$ cat src/logic/adma_pkg.sv
// ADMA2 descriptor layout is fixed at 96 bits, so every width below is constant, not tunable
package adma_pkg;

   // engine states, as in the ADMA2 state diagram
   typedef enum logic [1:0] {
      st_stop = 2'b00,
      st_fds  = 2'b01,
      st_cadr = 2'b10,
      st_tfr  = 2'b11
   } adma_state_e;

   // action encoding is {act2, act1}
   typedef enum logic [1:0] {
      act_nop  = 2'b00,
      act_rsv  = 2'b01,
      act_tran = 2'b10,
      act_link = 2'b11
   } adma_act_e;

   // widths
   localparam int ADDR_W      = 64;
   localparam int LEN_W       = 17;
   localparam int LEN_FIELD_W = 16;
   localparam int DESC_W      = 96;
   localparam int CNT_W       = 16;

   // field positions inside one descriptor
   localparam int ADDR_MSB  = 95;
   localparam int ADDR_LSB  = 32;
   localparam int LEN_MSB   = 31;
   localparam int LEN_LSB   = 16;
   localparam int ACT2_BIT  = 5;
   localparam int ACT1_BIT  = 4;
   localparam int INT_BIT   = 2;
   localparam int END_BIT   = 1;
   localparam int VALID_BIT = 0;

   // distance between consecutive descriptors in memory
   localparam logic [ADDR_W-1:0] DESC_BYTES = 64'd12;

   // a zero length field stands for a full 64 KiB transfer
   localparam logic [LEN_W-1:0] LEN_MAX = 17'h10000;

endpackage

$ cat src/logic/adma_desc_decode.sv
// fields hold their values until the next load_desc; only desc_valid is cleared by reset
module adma_desc_decode
   import adma_pkg::*;
(
   input  logic              CLK,
   input  logic              RESET,
   input  logic              load_desc,
   input  logic [DESC_W-1:0] desc_data,
   output logic [ADDR_W-1:0] desc_address,
   output logic [LEN_W-1:0]  desc_len,
   output adma_act_e         desc_act,
   output logic              desc_valid,
   output logic              desc_end,
   output logic              desc_int
);

   logic [LEN_FIELD_W-1:0] len_field;
   logic [1:0]             act_bits;
   logic [LEN_W-1:0]       len_wide;

   // raw field slices of the incoming word
   assign len_field = desc_data[LEN_MSB:LEN_LSB];
   assign act_bits  = {desc_data[ACT2_BIT], desc_data[ACT1_BIT]};

   // zero means 65536 bytes
   always_comb begin
      if (len_field == '0) begin
         len_wide = LEN_MAX;
      end else begin
         len_wide = {1'b0, len_field};
      end
   end

   // valid flag, cleared so a stale word never executes
   always_ff @(posedge CLK) begin
      if (RESET) begin
         desc_valid <= 1'b0;
      end else if (load_desc) begin
         desc_valid <= desc_data[VALID_BIT];
      end
   end

   // payload fields
   always_ff @(posedge CLK) begin
      if (load_desc) begin
         desc_address <= desc_data[ADDR_MSB:ADDR_LSB];
         desc_len     <= len_wide;
         desc_act     <= adma_act_e'(act_bits);
         desc_end     <= desc_data[END_BIT];
         desc_int     <= desc_data[INT_BIT];
      end
   end

endmodule

$ cat src/logic/adma_state_machine.sv
// stop_req is sampled only when a transfer completes; start and cont are ignored while busy
module adma_state_machine
   import adma_pkg::*;
(
   input  logic              CLK,
   input  logic              RESET,
   input  logic              start,
   input  logic              cont,
   input  logic              stop_req,
   input  logic [ADDR_W-1:0] base_addr,
   input  logic              desc_ack,
   output logic              desc_req,
   output logic [ADDR_W-1:0] desc_addr,
   output logic              load_desc,
   input  logic [ADDR_W-1:0] desc_address,
   input  logic [LEN_W-1:0]  desc_len,
   input  adma_act_e         desc_act,
   input  logic              desc_valid,
   input  logic              desc_end,
   output logic              xfer_start,
   output logic [ADDR_W-1:0] xfer_addr,
   output logic [LEN_W-1:0]  xfer_len,
   input  logic              xfer_done,
   output logic              busy,
   output logic              ev_done,
   output logic              ev_stopped,
   output logic              ev_error,
   output logic              ev_desc,
   output logic              ev_xfer_end,
   output logic              desc_count_clr
);

   adma_state_e       state;
   adma_state_e       state_nxt;
   logic [ADDR_W-1:0] ptr;
   logic [ADDR_W-1:0] xfer_addr_q;
   logic [LEN_W-1:0]  xfer_len_q;

   // fetch handshake, request held for the whole fetch state
   assign desc_req  = (state == st_fds);
   assign desc_addr = ptr;
   assign load_desc = desc_req && desc_ack;

   assign busy           = (state != st_stop);
   assign desc_count_clr = (state == st_stop) && start;

   // tran kicks the mover straight out of cadr
   assign xfer_start = (state == st_cadr) && desc_valid && (desc_act == act_tran);

   // decoded values shown in the start cycle, held copy afterwards
   assign xfer_addr = xfer_start ? desc_address : xfer_addr_q;
   assign xfer_len  = xfer_start ? desc_len : xfer_len_q;

   assign ev_xfer_end = (state == st_tfr) && xfer_done;

   // next state and event pulses
   always_comb begin
      state_nxt  = state;
      ev_done    = 1'b0;
      ev_stopped = 1'b0;
      ev_error   = 1'b0;
      ev_desc    = 1'b0;
      case (state)
         st_stop: begin
            if (start || cont) begin
               state_nxt = st_fds;
            end
         end
         st_fds: begin
            if (desc_ack) begin
               state_nxt = st_cadr;
            end
         end
         st_cadr: begin
            if (!desc_valid) begin
               // broken chain, give up
               state_nxt = st_stop;
               ev_error  = 1'b1;
            end else begin
               ev_desc = 1'b1;
               if (desc_act == act_tran) begin
                  state_nxt = st_tfr;
               end else if (desc_end) begin
                  state_nxt = st_stop;
                  ev_done   = 1'b1;
               end else begin
                  state_nxt = st_fds;
               end
            end
         end
         st_tfr: begin
            if (xfer_done) begin
               if (desc_end) begin
                  state_nxt = st_stop;
                  ev_done   = 1'b1;
               end else if (stop_req) begin
                  state_nxt  = st_stop;
                  ev_stopped = 1'b1;
               end else begin
                  state_nxt = st_fds;
               end
            end
         end
         default: begin
            state_nxt = st_stop;
         end
      endcase
   end

   always_ff @(posedge CLK) begin
      if (RESET) begin
         state <= st_stop;
      end else begin
         state <= state_nxt;
      end
   end

   // descriptor pointer: base on start, follow link, else step
   always_ff @(posedge CLK) begin
      if (RESET) begin
         ptr <= '0;
      end else if (desc_count_clr) begin
         ptr <= base_addr;
      end else if ((state == st_cadr) && desc_valid) begin
         if (desc_act == act_link) begin
            ptr <= desc_address;
         end else begin
            ptr <= ptr + DESC_BYTES;
         end
      end
   end

   // transfer request copy for the mover
   always_ff @(posedge CLK) begin
      if (xfer_start) begin
         xfer_addr_q <= desc_address;
         xfer_len_q  <= desc_len;
      end
   end

endmodule

$ cat src/logic/adma_status.sv
// every output lags its state machine event by one cycle; a new interrupt beats int_clear
module adma_status
   import adma_pkg::*;
(
   input  logic             CLK,
   input  logic             RESET,
   input  logic             ev_done,
   input  logic             ev_stopped,
   input  logic             ev_error,
   input  logic             ev_desc,
   input  logic             ev_xfer_end,
   input  logic             desc_count_clr,
   input  logic             desc_int,
   input  logic             int_clear,
   output logic             done,
   output logic             stopped,
   output logic             adma_error,
   output logic             int_flag,
   output logic [CNT_W-1:0] desc_count
);

   logic int_set;

   // transfer with int bit finished, or chain aborted
   assign int_set = (ev_xfer_end && desc_int) || ev_error;

   // one-cycle status pulses
   always_ff @(posedge CLK) begin
      if (RESET) begin
         done       <= 1'b0;
         stopped    <= 1'b0;
         adma_error <= 1'b0;
      end else begin
         done       <= ev_done;
         stopped    <= ev_stopped;
         adma_error <= ev_error;
      end
   end

   // sticky interrupt
   always_ff @(posedge CLK) begin
      if (RESET) begin
         int_flag <= 1'b0;
      end else if (int_set) begin
         int_flag <= 1'b1;
      end else if (int_clear) begin
         int_flag <= 1'b0;
      end
   end

   // descriptors consumed since the last start
   always_ff @(posedge CLK) begin
      if (RESET) begin
         desc_count <= '0;
      end else if (desc_count_clr) begin
         desc_count <= '0;
      end else if (ev_desc) begin
         // wraps after 65535, as a free-running counter
         desc_count <= desc_count + 1'b1;
      end
   end

endmodule

$ cat src/logic/adma_top.sv
// descriptor memory and data mover sit outside; both may stall forever without a timeout
module adma_top
   import adma_pkg::*;
(
   input  logic              CLK,
   input  logic              RESET,
   // command side
   input  logic              start,
   input  logic [ADDR_W-1:0] base_addr,
   input  logic              cont,
   input  logic              stop_req,
   input  logic              int_clear,
   // descriptor memory
   output logic              desc_req,
   output logic [ADDR_W-1:0] desc_addr,
   input  logic              desc_ack,
   input  logic [DESC_W-1:0] desc_data,
   // data mover
   output logic              xfer_start,
   output logic [ADDR_W-1:0] xfer_addr,
   output logic [LEN_W-1:0]  xfer_len,
   input  logic              xfer_done,
   // status
   output logic              busy,
   output logic              done,
   output logic              stopped,
   output logic              adma_error,
   output logic              int_flag,
   output logic [CNT_W-1:0]  desc_count
);

   logic              load_desc;
   logic [ADDR_W-1:0] desc_address;
   logic [LEN_W-1:0]  desc_len;
   adma_act_e         desc_act;
   logic              desc_valid;
   logic              desc_end;
   logic              desc_int;
   logic              ev_done;
   logic              ev_stopped;
   logic              ev_error;
   logic              ev_desc;
   logic              ev_xfer_end;
   logic              desc_count_clr;

   adma_desc_decode u_decode (
      .CLK          (CLK),
      .RESET        (RESET),
      .load_desc    (load_desc),
      .desc_data    (desc_data),
      .desc_address (desc_address),
      .desc_len     (desc_len),
      .desc_act     (desc_act),
      .desc_valid   (desc_valid),
      .desc_end     (desc_end),
      .desc_int     (desc_int)
   );

   adma_state_machine u_fsm (
      .CLK            (CLK),
      .RESET          (RESET),
      .start          (start),
      .cont           (cont),
      .stop_req       (stop_req),
      .base_addr      (base_addr),
      .desc_ack       (desc_ack),
      .desc_req       (desc_req),
      .desc_addr      (desc_addr),
      .load_desc      (load_desc),
      .desc_address   (desc_address),
      .desc_len       (desc_len),
      .desc_act       (desc_act),
      .desc_valid     (desc_valid),
      .desc_end       (desc_end),
      .xfer_start     (xfer_start),
      .xfer_addr      (xfer_addr),
      .xfer_len       (xfer_len),
      .xfer_done      (xfer_done),
      .busy           (busy),
      .ev_done        (ev_done),
      .ev_stopped     (ev_stopped),
      .ev_error       (ev_error),
      .ev_desc        (ev_desc),
      .ev_xfer_end    (ev_xfer_end),
      .desc_count_clr (desc_count_clr)
   );

   adma_status u_status (
      .CLK            (CLK),
      .RESET          (RESET),
      .ev_done        (ev_done),
      .ev_stopped     (ev_stopped),
      .ev_error       (ev_error),
      .ev_desc        (ev_desc),
      .ev_xfer_end    (ev_xfer_end),
      .desc_count_clr (desc_count_clr),
      .desc_int       (desc_int),
      .int_clear      (int_clear),
      .done           (done),
      .stopped        (stopped),
      .adma_error     (adma_error),
      .int_flag       (int_flag),
      .desc_count     (desc_count)
   );

endmodule

$ cat config.mk
export PLATFORM = sky130hd
export DESIGN_NAME = adma_top
export DESIGN_NICKNAME = d
export VERILOG_FILES = /design/src/logic/adma_pkg.sv /design/src/logic/adma_desc_decode.sv /design/src/logic/adma_state_machine.sv /design/src/logic/adma_status.sv /design/src/logic/adma_top.sv
export SDC_FILE = /design/constraint.sdc
export NUM_CORES = 1
export LEC_CHECK = 0
export BUFFER_PORTS_ARGS = -buffer_cell sky130_fd_sc_hd__buf_2
export CAP_MARGIN = 30
export CORE_ASPECT_RATIO = 1.2
export CORE_MARGIN = 4
export CORE_UTILIZATION = 51
export DETAILED_ROUTE_END_ITERATION = 12
export GPL_TIMING_DRIVEN = 0
export PLACE_DENSITY_LB_ADDON = 0.25
export REMOVE_ABC_BUFFERS = 1
export SLEW_MARGIN = 20
export SYNTH_ARGS = -nofsm -noshare
export SYNTH_HDL_FRONTEND = slang
export SYNTH_HIERARCHICAL = 1
export SYNTH_SLANG_ARGS = --single-unit
$ cat constraint.sdc
create_clock -name CLK -period 3.75 [get_ports CLK]
set_input_delay 0.75 -clock CLK [delete_from_list [all_inputs] [get_ports CLK]]
set_output_delay 0.75 -clock CLK [all_outputs]
set_load 0.05 [all_outputs]
==> impl_metrics.json, run 1 <==
{
  "outcome": "completed",
  "io_buffers": 324,
  "crit_fanout": 47,
  "async_reset_ff_share_pct": 0,
  "rows": 58,
  "min_from": "desc_data[34]",
  "core_sq_mm": 0.0209,
  "hp-class": "input pin to register",
  "yosys_warnings": 6,
  "via_per_inst": 5.73,
  "grt_max_degree": 72,
  "path_class": "register to primary output",
  "cts_buffers": 26,
  "fin_nets": 1636,
  "syn_to_final_growth_pct": 25.3,
  "gp_congestion": 0.836,
  "clockBufferDepth": 3,
  "max_slew_margin_pct": 42.5,
  "postRouteAntennaNets": 0,
  "cap_violations": 0,
  "synth_edf_count": 85,
  "cts_sinks": 253,
  "period_minus_slack_ns": 3.52,
  "setup_violations": 0,
  "antenna_found_initial": 9,
  "track_usage_pct": 27.0,
  "arrival_ns": 2.77,
  "clk_pin_slew_ns": 0.06,
  "final_max_slew_viol_count": 0,
  "leakage_nw": 5.91,
  "finalHoldViolCount": 0,
  "htreeDepth": 1,
  "hpwl_mm": 23.2,
  "initial_utilization_pct": 51.6,
  "reg2reg_to": "u_fsm/desc_addr[44]",
  "cp.required_ns": 3.00,
  "vias": 10100,
  "syn_avg_cell_area_sq_um": 9.07,
  "root_buffer": "clkbuf_16",
  "end_kind": "primary output",
  "io_pins": 336,
  "regToRegSetupSlack_ns": 0.32,
  "synth_ff_type": "dfxtp_1",
  "final_area_sq_mm": 0.0135,
  "crit_path_start_kind": "register",
  "die_h_microns": 167,
  "die_width_microns": 141,
  "drc": 0,
  "wl_per_cell_microns": 19.4,
  "vdd_drop_max_mv": 0.398,
  "ys_seq_area_share_pct": 54.8,
  "hold_path_depth": 1,
  "synth_area_sq_mm": 0.0108,
  "cts_tree": "done",
  "clock_latency_ns": 0.52,
  "reg2reg_from": "u_fsm/state[0]",
  "wl_mm": 34.3,
  "finalSetupTns_ns": 0,
  "fmax_ghz": 0.284,
  "grt-ovfl-total": 0,
  "synth_seq_cells": 253,
  "grt_pass1_wl_mm": 51.5,
  "first_iter_violations": 741,
  "die_area_sq_mm": 0.0236,
  "final_common_cell": "buf_2",
  "grt_pass1_vias": 9701,
  "worstMarginPinSlew_ns": 0.859,
  "yosysUniqueCellTypes": 66,
  "drive_above_1_share_pct": 26.6,
  "synth_cells": 1190,
  "dr.pass1.iters": 5,
  "r2r_cells": 6,
  "layout_common_cells": "buf_2, nand2_1, dfxtp_1",
  "fin_skew_ns": 0.0123,
  "dpl_cell_area_sq_mm": 0.0127,
  "power_density_mw_per_mm2": 513,
  "num-fill-cells": 1762,
  "min_to": "u_decode/desc_address[2]",
  "rsz0062_at_grt": "false",
  "fin_crit_sh_pct": 93.9
}
==> final cells by class <==
| cell class | instances | area [sq um] | share of cell area (%) |
|---|---|---|---|
| Timing Repair Buffer | 336 | 1840 | 13.6 |
| Sequential cell | 253 | 5920 | 43.7 |
| Antenna cell | 8 | 20.0 | 0.148 |
| Inverter | 18 | 93.8 | 0.694 |
| Tap cell | 270 | 338 | 2.50 |
| Clock buffer | 45 | 763 | 5.64 |
| Clock inverter | 3 | 40.0 | 0.296 |
| Multi-Input combinational cell | 831 | 4510 | 33.4 |
==> metrics by stage <==
step	utilization [%]	instances	total power, mW	worst slack [ns]	hold WS (ns)
floorplan	-	1101	4.08	-2.95	0.502
global placement	59.3	1695	4.48	-7.60	0.423
detailed placement	60.5	1706	4.52	-0.0973	0.429
CTS	64.5	1755	6.97	0.0263	0.385
global route	64.7	1764	7.19	0.0718	0.383
finish	64.7	1764	6.95	0.228	0.402
==> sequential cells by signal, summed over array words and instances (netlist names) <==
signal and count:
u_status/done 1, u_fsm/desc_addr 64, u_fsm/xfer_addr_q 64, u_decode/desc_int 1, u_decode/desc_len 17, u_status/adma_error 1
u_decode/desc_act 2, u_decode/desc_end 1, u_status/int_flag 1, u_fsm/xfer_len_q 17, u_status/stopped 1, u_fsm/state 2
u_decode/desc_valid 1, u_status/desc_count 16, u_decode/desc_address 64
==> report_power, final <==
part / internal (mW) / switching (mW)
sequential: 3.05 / 0.161
combinational: 0.334 / 0.924
clock: 1.44 / 1.03
total: 4.83 / 2.12
==> how the worst max path moves through the flow <==
stage	start	to
after floorplan	u_fsm/state[0]	xfer_addr[0]
after global placement	u_fsm/state[1]	xfer_addr[36]
after detailed placement	u_fsm/state[1]	xfer_addr[36]
after CTS	u_fsm/state[1]	xfer_addr[36]
after global routing	u_fsm/state[0]	xfer_addr[61]
final	u_fsm/state[0]	xfer_addr[10]
==> synth_stat cells (5+ instances only) <==
cell      number  area [sq um]
o211ai_1       6          45.0
mux2i_1        6          60.1
xor2_1        20           175
a22oi_1       15           113
nand4_1       20           125
edfxtp_1      85          2550
a22o_1        10          87.6
o21ai_0       40           200
o22ai_1       17           106
nor4_1        10          62.6
a21oi_1       65           325
o221ai_1       7          61.3
nand2b_1       5          31.3
xnor2_1       14           123
inv_1         17          63.8
a31oi_1       17           106
nor2b_1        6          37.5
dfxtp_1      168          3360
o21a_1         6          45.0
a211oi_1      13          97.6
and4_1        16           140
nand2_1      317          1190
clkbuf_1      74           278
and3_1        12          75.1
or4_1          5          37.5
nor3_1        27           135
a21o_1         6          45.0
nand3_1       39           195
or3_1          5          31.3
and2_1         9          56.3
a221oi_1       7          61.3
nor2_1        67           251
buf_1          7          26.3
==> layer usage <==
metal	track usage, %	vias to the layer above	routed length (microns)
li1	-	4759	-
met1	32.9	4774	13400
met2	45.5	473	16500
met3	6.06	103	2960
met4	12.4	2	1450
met5	0	-	7
==> cells by family after synthesis <==
logic type | share of synthesized area (%)
AO/OA/AOI/OAI | 13.8
adder cells (fa/ha/maj) | 0.232
buffers and inverters | 3.92
multiplexers | 0.661
flip-flops | 54.8
AND/OR/NAND/NOR | 23.8
XOR/XNOR | 2.76
==> timing repair <==
action                     CTS  global route
hold buffers                 0             0
cloned                       0             1
setup endpoints to repair   82            46
buffers inserted             1             0
pin swaps                    1             0
gates resized for setup      5             4
==> worst max-delay path, cell delays in order, from the launching register on <==
cell,delay [ns]
dfxtp_1,0.41
nand3b_1,0.27
buf_8,0.20
inv_6,0.18
nand2_8,0.19
inv_16,0.20
buf_16,0.26
nand2_1,0.08
nand2_1,0.10
buf_2,0.28
Note: power is estimated with default switching activity, not from simulation.
==> run 2: changes to the inputs <==
Settings changed: CELL_PAD_IN_SITES_DETAIL_PLACEMENT from default to 1, CELL_PAD_IN_SITES_GLOBAL_PLACEMENT from default to 2, CORE_UTILIZATION 51 to 27.
Clock period 3.75 ns to 3.1 ns, I/O delays scaled along.
==> impl_metrics.json, run 2 (same netlist as run 1, synthesis figures left out) <==
{
  "drc": 0,
  "grt_pass1_vias": 10500,
  "root_buffer": "clkbuf_16",
  "dr.pass1.iters": 4,
  "fin_skew_ns": 0.0132,
  "fin_crit_sh_pct": 95.9,
  "io_buffers": 324,
  "fmax_ghz": 0.337,
  "cts_buffers": 30,
  "end_kind": "primary output",
  "clock_latency_ns": 0.57,
  "finalHoldViolCount": 0,
  "via_per_inst": 4.95,
  "die_h_microns": 227,
  "max_slew_margin_pct": 51.7,
  "seq_power_share_pct": 40.9,
  "syn_to_final_growth_pct": 37.7,
  "r2r_cells": 8,
  "hp-class": "input pin to register",
  "worstMarginPinSlew_ns": 0.723,
  "crit_fanout": 10,
  "final_common_cell": "nand2_1",
  "leakage_nw": 6.35,
  "vias": 10200,
  "n_antenna_cell": 0,
  "ctsHoldBuffers": 0,
  "critical_path.startpoint": "u_fsm/state[1]",
  "power_density_mw_per_mm2": 641,
  "regToRegSetupSlack_ns": 0.22,
  "crit_path_start_kind": "register",
  "setup_violations": 0,
  "reg2reg_to": "u_fsm/desc_addr[24]",
  "min_to": "u_decode/desc_address[1]",
  "p_clk_share_pct": 41.8,
  "antenna_found_initial": 4,
  "clk_pin_slew_ns": 0.06,
  "htreeDepth": 1,
  "cap_violations": 0,
  "final_max_slew_viol_count": 0,
  "hpwl_mm": 29.8,
  "sw_frac_of_total_pct": 30.0,
  "arrival_ns": 2.35,
  "power_mw": 9.52,
  "min_from": "desc_data[33]",
  "rsz0062_at_grt": "false",
  "core_sq_mm": 0.0391,
  "initial_utilization_pct": 27.6,
  "first_iter_violations": 419,
  "pwr-share-comb_pct": 17.3,
  "grt_max_degree": 71,
  "clockBufferDepth": 3,
  "drive_above_1_share_pct": 30.3,
  "die_width_microns": 191,
  "rows": 79,
  "p_sw_mw": 2.86,
  "holdWs_ns": 0.222,
  "die_area_sq_mm": 0.0433,
  "gp_congestion": 0.742,
  "postRouteAntennaNets": 0,
  "grt-ovfl-total": 0,
  "io_pins": 336,
  "path_class": "register to primary output",
  "wl_per_cell_microns": 22.5,
  "cp.required_ns": 2.48,
  "grt_pass1_wl_mm": 67.5,
  "fin_nets": 1672,
  "wl_mm": 46.1,
  "layout_common_cells": "nand2_1, buf_2, dfxtp_1",
  "track_usage_pct": 20.5,
  "internal_power_mw": 6.66,
  "outcome": "completed",
  "period_minus_slack_ns": 2.97,
  "cts_sinks": 253,
  "reg2reg_from": "u_fsm/desc_addr[2]",
  "vdd_drop_max_mv": 0.400,
  "hold_path_depth": 1,
  "cts_tree": "done"
}
-- run 2: cell count changes in the layout (fill, tap and decap cells not counted), sizes merged --
cell      before  now
clkinv         3   10
clkbuf        45   40
diode          8    0
inv           17   21
bufinv         1    6
clkinvlp       0    1
buf          336  364
-- run 2: stage by stage --
stage	worst slack (ns)	util (%)	TNS [ns]	instance area (sq um)	instances
2_1_floorplan	-3.47	-	-621.36	10400	1101
3_3_place_gp	-9.52	32.5	-1919.30	12700	1951
3_5_place_dp	-1.73	33.3	-199.13	13000	1964
4_1_cts	0.00112	38.0	0	14900	2051
5_1_grt	0.0149	38.0	0	14900	2052
6_report	0.128	38.0	0	14900	2052
-- run 2: final cells by class --
class	instances	area [sq um]
Clock buffer	40	890
Clock inverter	16	230
Fill cell	4627	24300
Inverter	18	105
Multi-Input combinational cell	831	4550
Sequential cell	253	5920
Tap cell	526	658
Timing Repair Buffer	364	2470
Timing Repair inverter	4	35.0
-- run 2: critical path, cell delays in order (launching register included) --
cell      delay, ns
dfxtp_4        0.38
nand3b_1       0.15
buf_6          0.22
inv_16         0.06
nand2_8        0.16
buf_12         0.15
buf_16         0.13
buf_12         0.11
nand2_1        0.05
nand2_1        0.07
buf_2          0.28
-- run 2: power groups by stage --
stage	clock network, mW	logic (mW)	registers, mW
5_1_grt	4.21	1.76	3.93
6_report	3.98	1.65	3.89
3_3_place_gp	0	1.53	3.97
2_1_floorplan	0	0.716	4.21
4_1_cts	4.10	1.66	3.89
3_5_place_dp	0	1.58	3.97
-- run 2: routing by layer --
metal  up-vias  global-route usage [%]  routed length, microns
li1       4844                       -                       -
met1      4981                    25.2                   19200
met2       257                    36.3                   23000
met3        64                    4.57                    2660
met4         8                    5.45                    1150
met5         -                       0                      48
-- run 2: worst max-delay path by stage --
stage	end	slack, ns
floorplan	xfer_addr[0]	-3.47
global placement	xfer_addr[23]	-9.52
detailed placement	xfer_addr[23]	-1.73
CTS	xfer_addr[35]	0.001
global route	xfer_len[0]	0.01
finish	xfer_addr[35]	0.13
-- run 2: repair_timing --
action                                 in CTS  in global routing
pin swaps                                   3                  3
gates cloned                                9                  0
endpoints found under the hold margin       0                  0
resized for setup                         104                  8
setup buffers                              23                  3
setup endpoints to repair                 213                 87
==> run 3: changes to the inputs <==
==> constraint.sdc (replaced) <==
create_clock -name CLK -period 3.1 [get_ports CLK]
set_input_delay 0.465 -clock CLK [delete_from_list [all_inputs] [get_ports CLK]]
set_output_delay 0.465 -clock CLK [all_outputs]
set_load 0.05 [all_outputs]
==> impl_metrics.json, run 3 (same netlist as run 1, synthesis figures left out) <==
{
  "cp_slowest_cell": "dfxtp_4",
  "fin_skew_ns": 0.0132,
  "rows": 79,
  "fin_crit_sh_pct": 97.1,
  "grt_max_degree": 71,
  "layout_common_cells": "nand2_1, buf_2, dfxtp_1",
  "dr.pass1.iters": 6,
  "rsz0062_at_grt": "true",
  "grt-ovfl-total": 0,
  "arrival_ns": 2.54,
  "hpwl_mm": 29.8,
  "max_slew_margin_pct": 52.2,
  "io_pins": 336,
  "cp.required_ns": 2.63,
  "syn_to_final_growth_pct": 38.7,
  "crit_top_cell": "buf_6",
  "period_minus_slack_ns": 3.01,
  "vdd_drop_max_mv": 0.424,
  "setup_ws_ns": 0.0909,
  "die_width_microns": 191,
  "cts_buffers": 30,
  "wl_per_cell_microns": 22.3,
  "initial_utilization_pct": 27.6,
  "finalSetupTns_ns": 0,
  "crit_path_start_kind": "register",
  "finalHoldViolCount": 0,
  "clock_latency_ns": 0.57,
  "regArea_sq_mm": 0.00592,
  "hp-class": "input pin to register",
  "first_iter_violations": 419,
  "crit_fanout": 25,
  "worstMarginPinSlew_ns": 0.715,
  "path_delay_family": "buffers and inverters",
  "final_max_slew_viol_count": 0,
  "drc": 0,
  "path_cells": "nand3b_1, buf_6, buf_6, buf_12, inv_16, nand2_8, buf_12, buf_16, nand2_1, nand2_1, buf_6",
  "root_buffer": "clkbuf_16",
  "multi_input_area_sq_mm": 0.00456,
  "vias": 10100,
  "fin_nets": 1664,
  "via_per_inst": 4.93,
  "grt_pass1_wl_mm": 66.3,
  "antenna_found_initial": 4,
  "end_kind": "primary output",
  "final_area_sq_mm": 0.0150,
  "dpl.cell_count": 1964,
  "cp.buffers_inverters": 7,
  "htreeDepth": 1,
  "cap_violations": 0,
  "dp_slack_ns": -1.57,
  "track_usage_pct": 20.1,
  "wl_mm": 45.5,
  "die_area_sq_mm": 0.0433,
  "gp_congestion": 0.742,
  "critical-path-max-stage-delay_ns": 0.37,
  "core_sq_mm": 0.0391,
  "utilization_pct": 38.2,
  "cts_tree": "done",
  "leakage_nw": 6.30,
  "power_density_mw_per_mm2": 637,
  "final_cell_count_no_fill": 2044,
  "postRouteAntennaNets": 0,
  "cts_sinks": 253,
  "final_common_cell": "nand2_1",
  "io_buffers": 324,
  "grt_pass1_vias": 10400,
  "clockBufferDepth": 3,
  "n_antenna_cell": 0,
  "power_mw": 9.54,
  "setup_violations": 0,
  "outcome": "completed",
  "clk_pin_slew_ns": 0.06,
  "holdWs_ns": 0.0692,
  "dpl_cell_area_sq_mm": 0.0130,
  "fmax_ghz": 0.332,
  "die_h_microns": 227,
  "drive_above_1_share_pct": 30.4,
  "path_class": "register to primary output",
  "num-fill-cells": 4596
}
-- run 3: cell count changes in the layout (fill, tap and decap cells not counted), moves of 2 or more --
cell and change:
buf_8 -4, nand2_1 -7, buf_4 -15, buf_6 +42, buf_12 -4, nand2_2 +7, buf_2 -28, inv_6 -2
-- run 3: per-layer routing --
metal | GRT usage (%) | up-vias | share of wire, %
li1 | - | 4830 | -
met1 | 24.7 | 4906 | 41
met2 | 35.4 | 266 | 50
met3 | 4.60 | 64 | 6.2
met4 | 5.40 | 8 | 2.4
met5 | 0 | - | 0.11
-- run 3: power breakdown --
| group | switching (mW) | total [mW] | internal (mW) |
|---|---|---|---|
| Sequential | 0.200 | 3.89 | 3.69 |
| Combinational | 1.17 | 1.67 | 0.498 |
| Clock | 1.48 | 3.97 | 2.50 |
| Total | 2.85 | 9.54 | 6.69 |
-- run 3: path summary, 6_finish.rpt --
path | cells past startpoint | slack [ns] | startpoint | to
worst max-delay path | 11 | 0.09 | u_fsm/state[0] | xfer_addr[40]
worst min-delay path | 1 | 0.07 | desc_data[55] | u_decode/desc_address[23]
worst max register to register | 10 | 0.16 | u_fsm/state[1] | u_fsm/desc_addr[59]
worst min register to register | 2 | 0.45 | u_fsm/xfer_addr_q[54] | u_fsm/xfer_addr_q[54]
-- run 3: layout make-up --
type	instances	share of cell area, %
sequential	253	39.6
multi-input combinational	831	30.5
timing repair buffer	356	17.1
clock buffer	40	5.94
tap	526	4.40
clock inverter	16	1.54
inverter	18	0.702
timing repair inverter	4	0.301
-- run 3: worst reg2reg max path, cell delays in order (launching register included) --
cell	delay (ns)
dfxtp_4	0.39
nor2_1	0.08
nand2_2	0.26
buf_12	0.25
clkinv_4	0.50
nor2_4	0.68
buf_16	0.23
nand2_1	0.08
a31oi_1	0.15
o21ai_0	0.12
a21oi_1	0.13
-- run 3: what timing repair did --
action / in CTS / in global routing
gates resized for setup: 96 / 96
hold buffers: 0 / 0
gates cloned: 8 / 1
endpoints found under the setup margin: 213 / 86
pin swaps: 3 / 0
setup buffers: 14 / 2
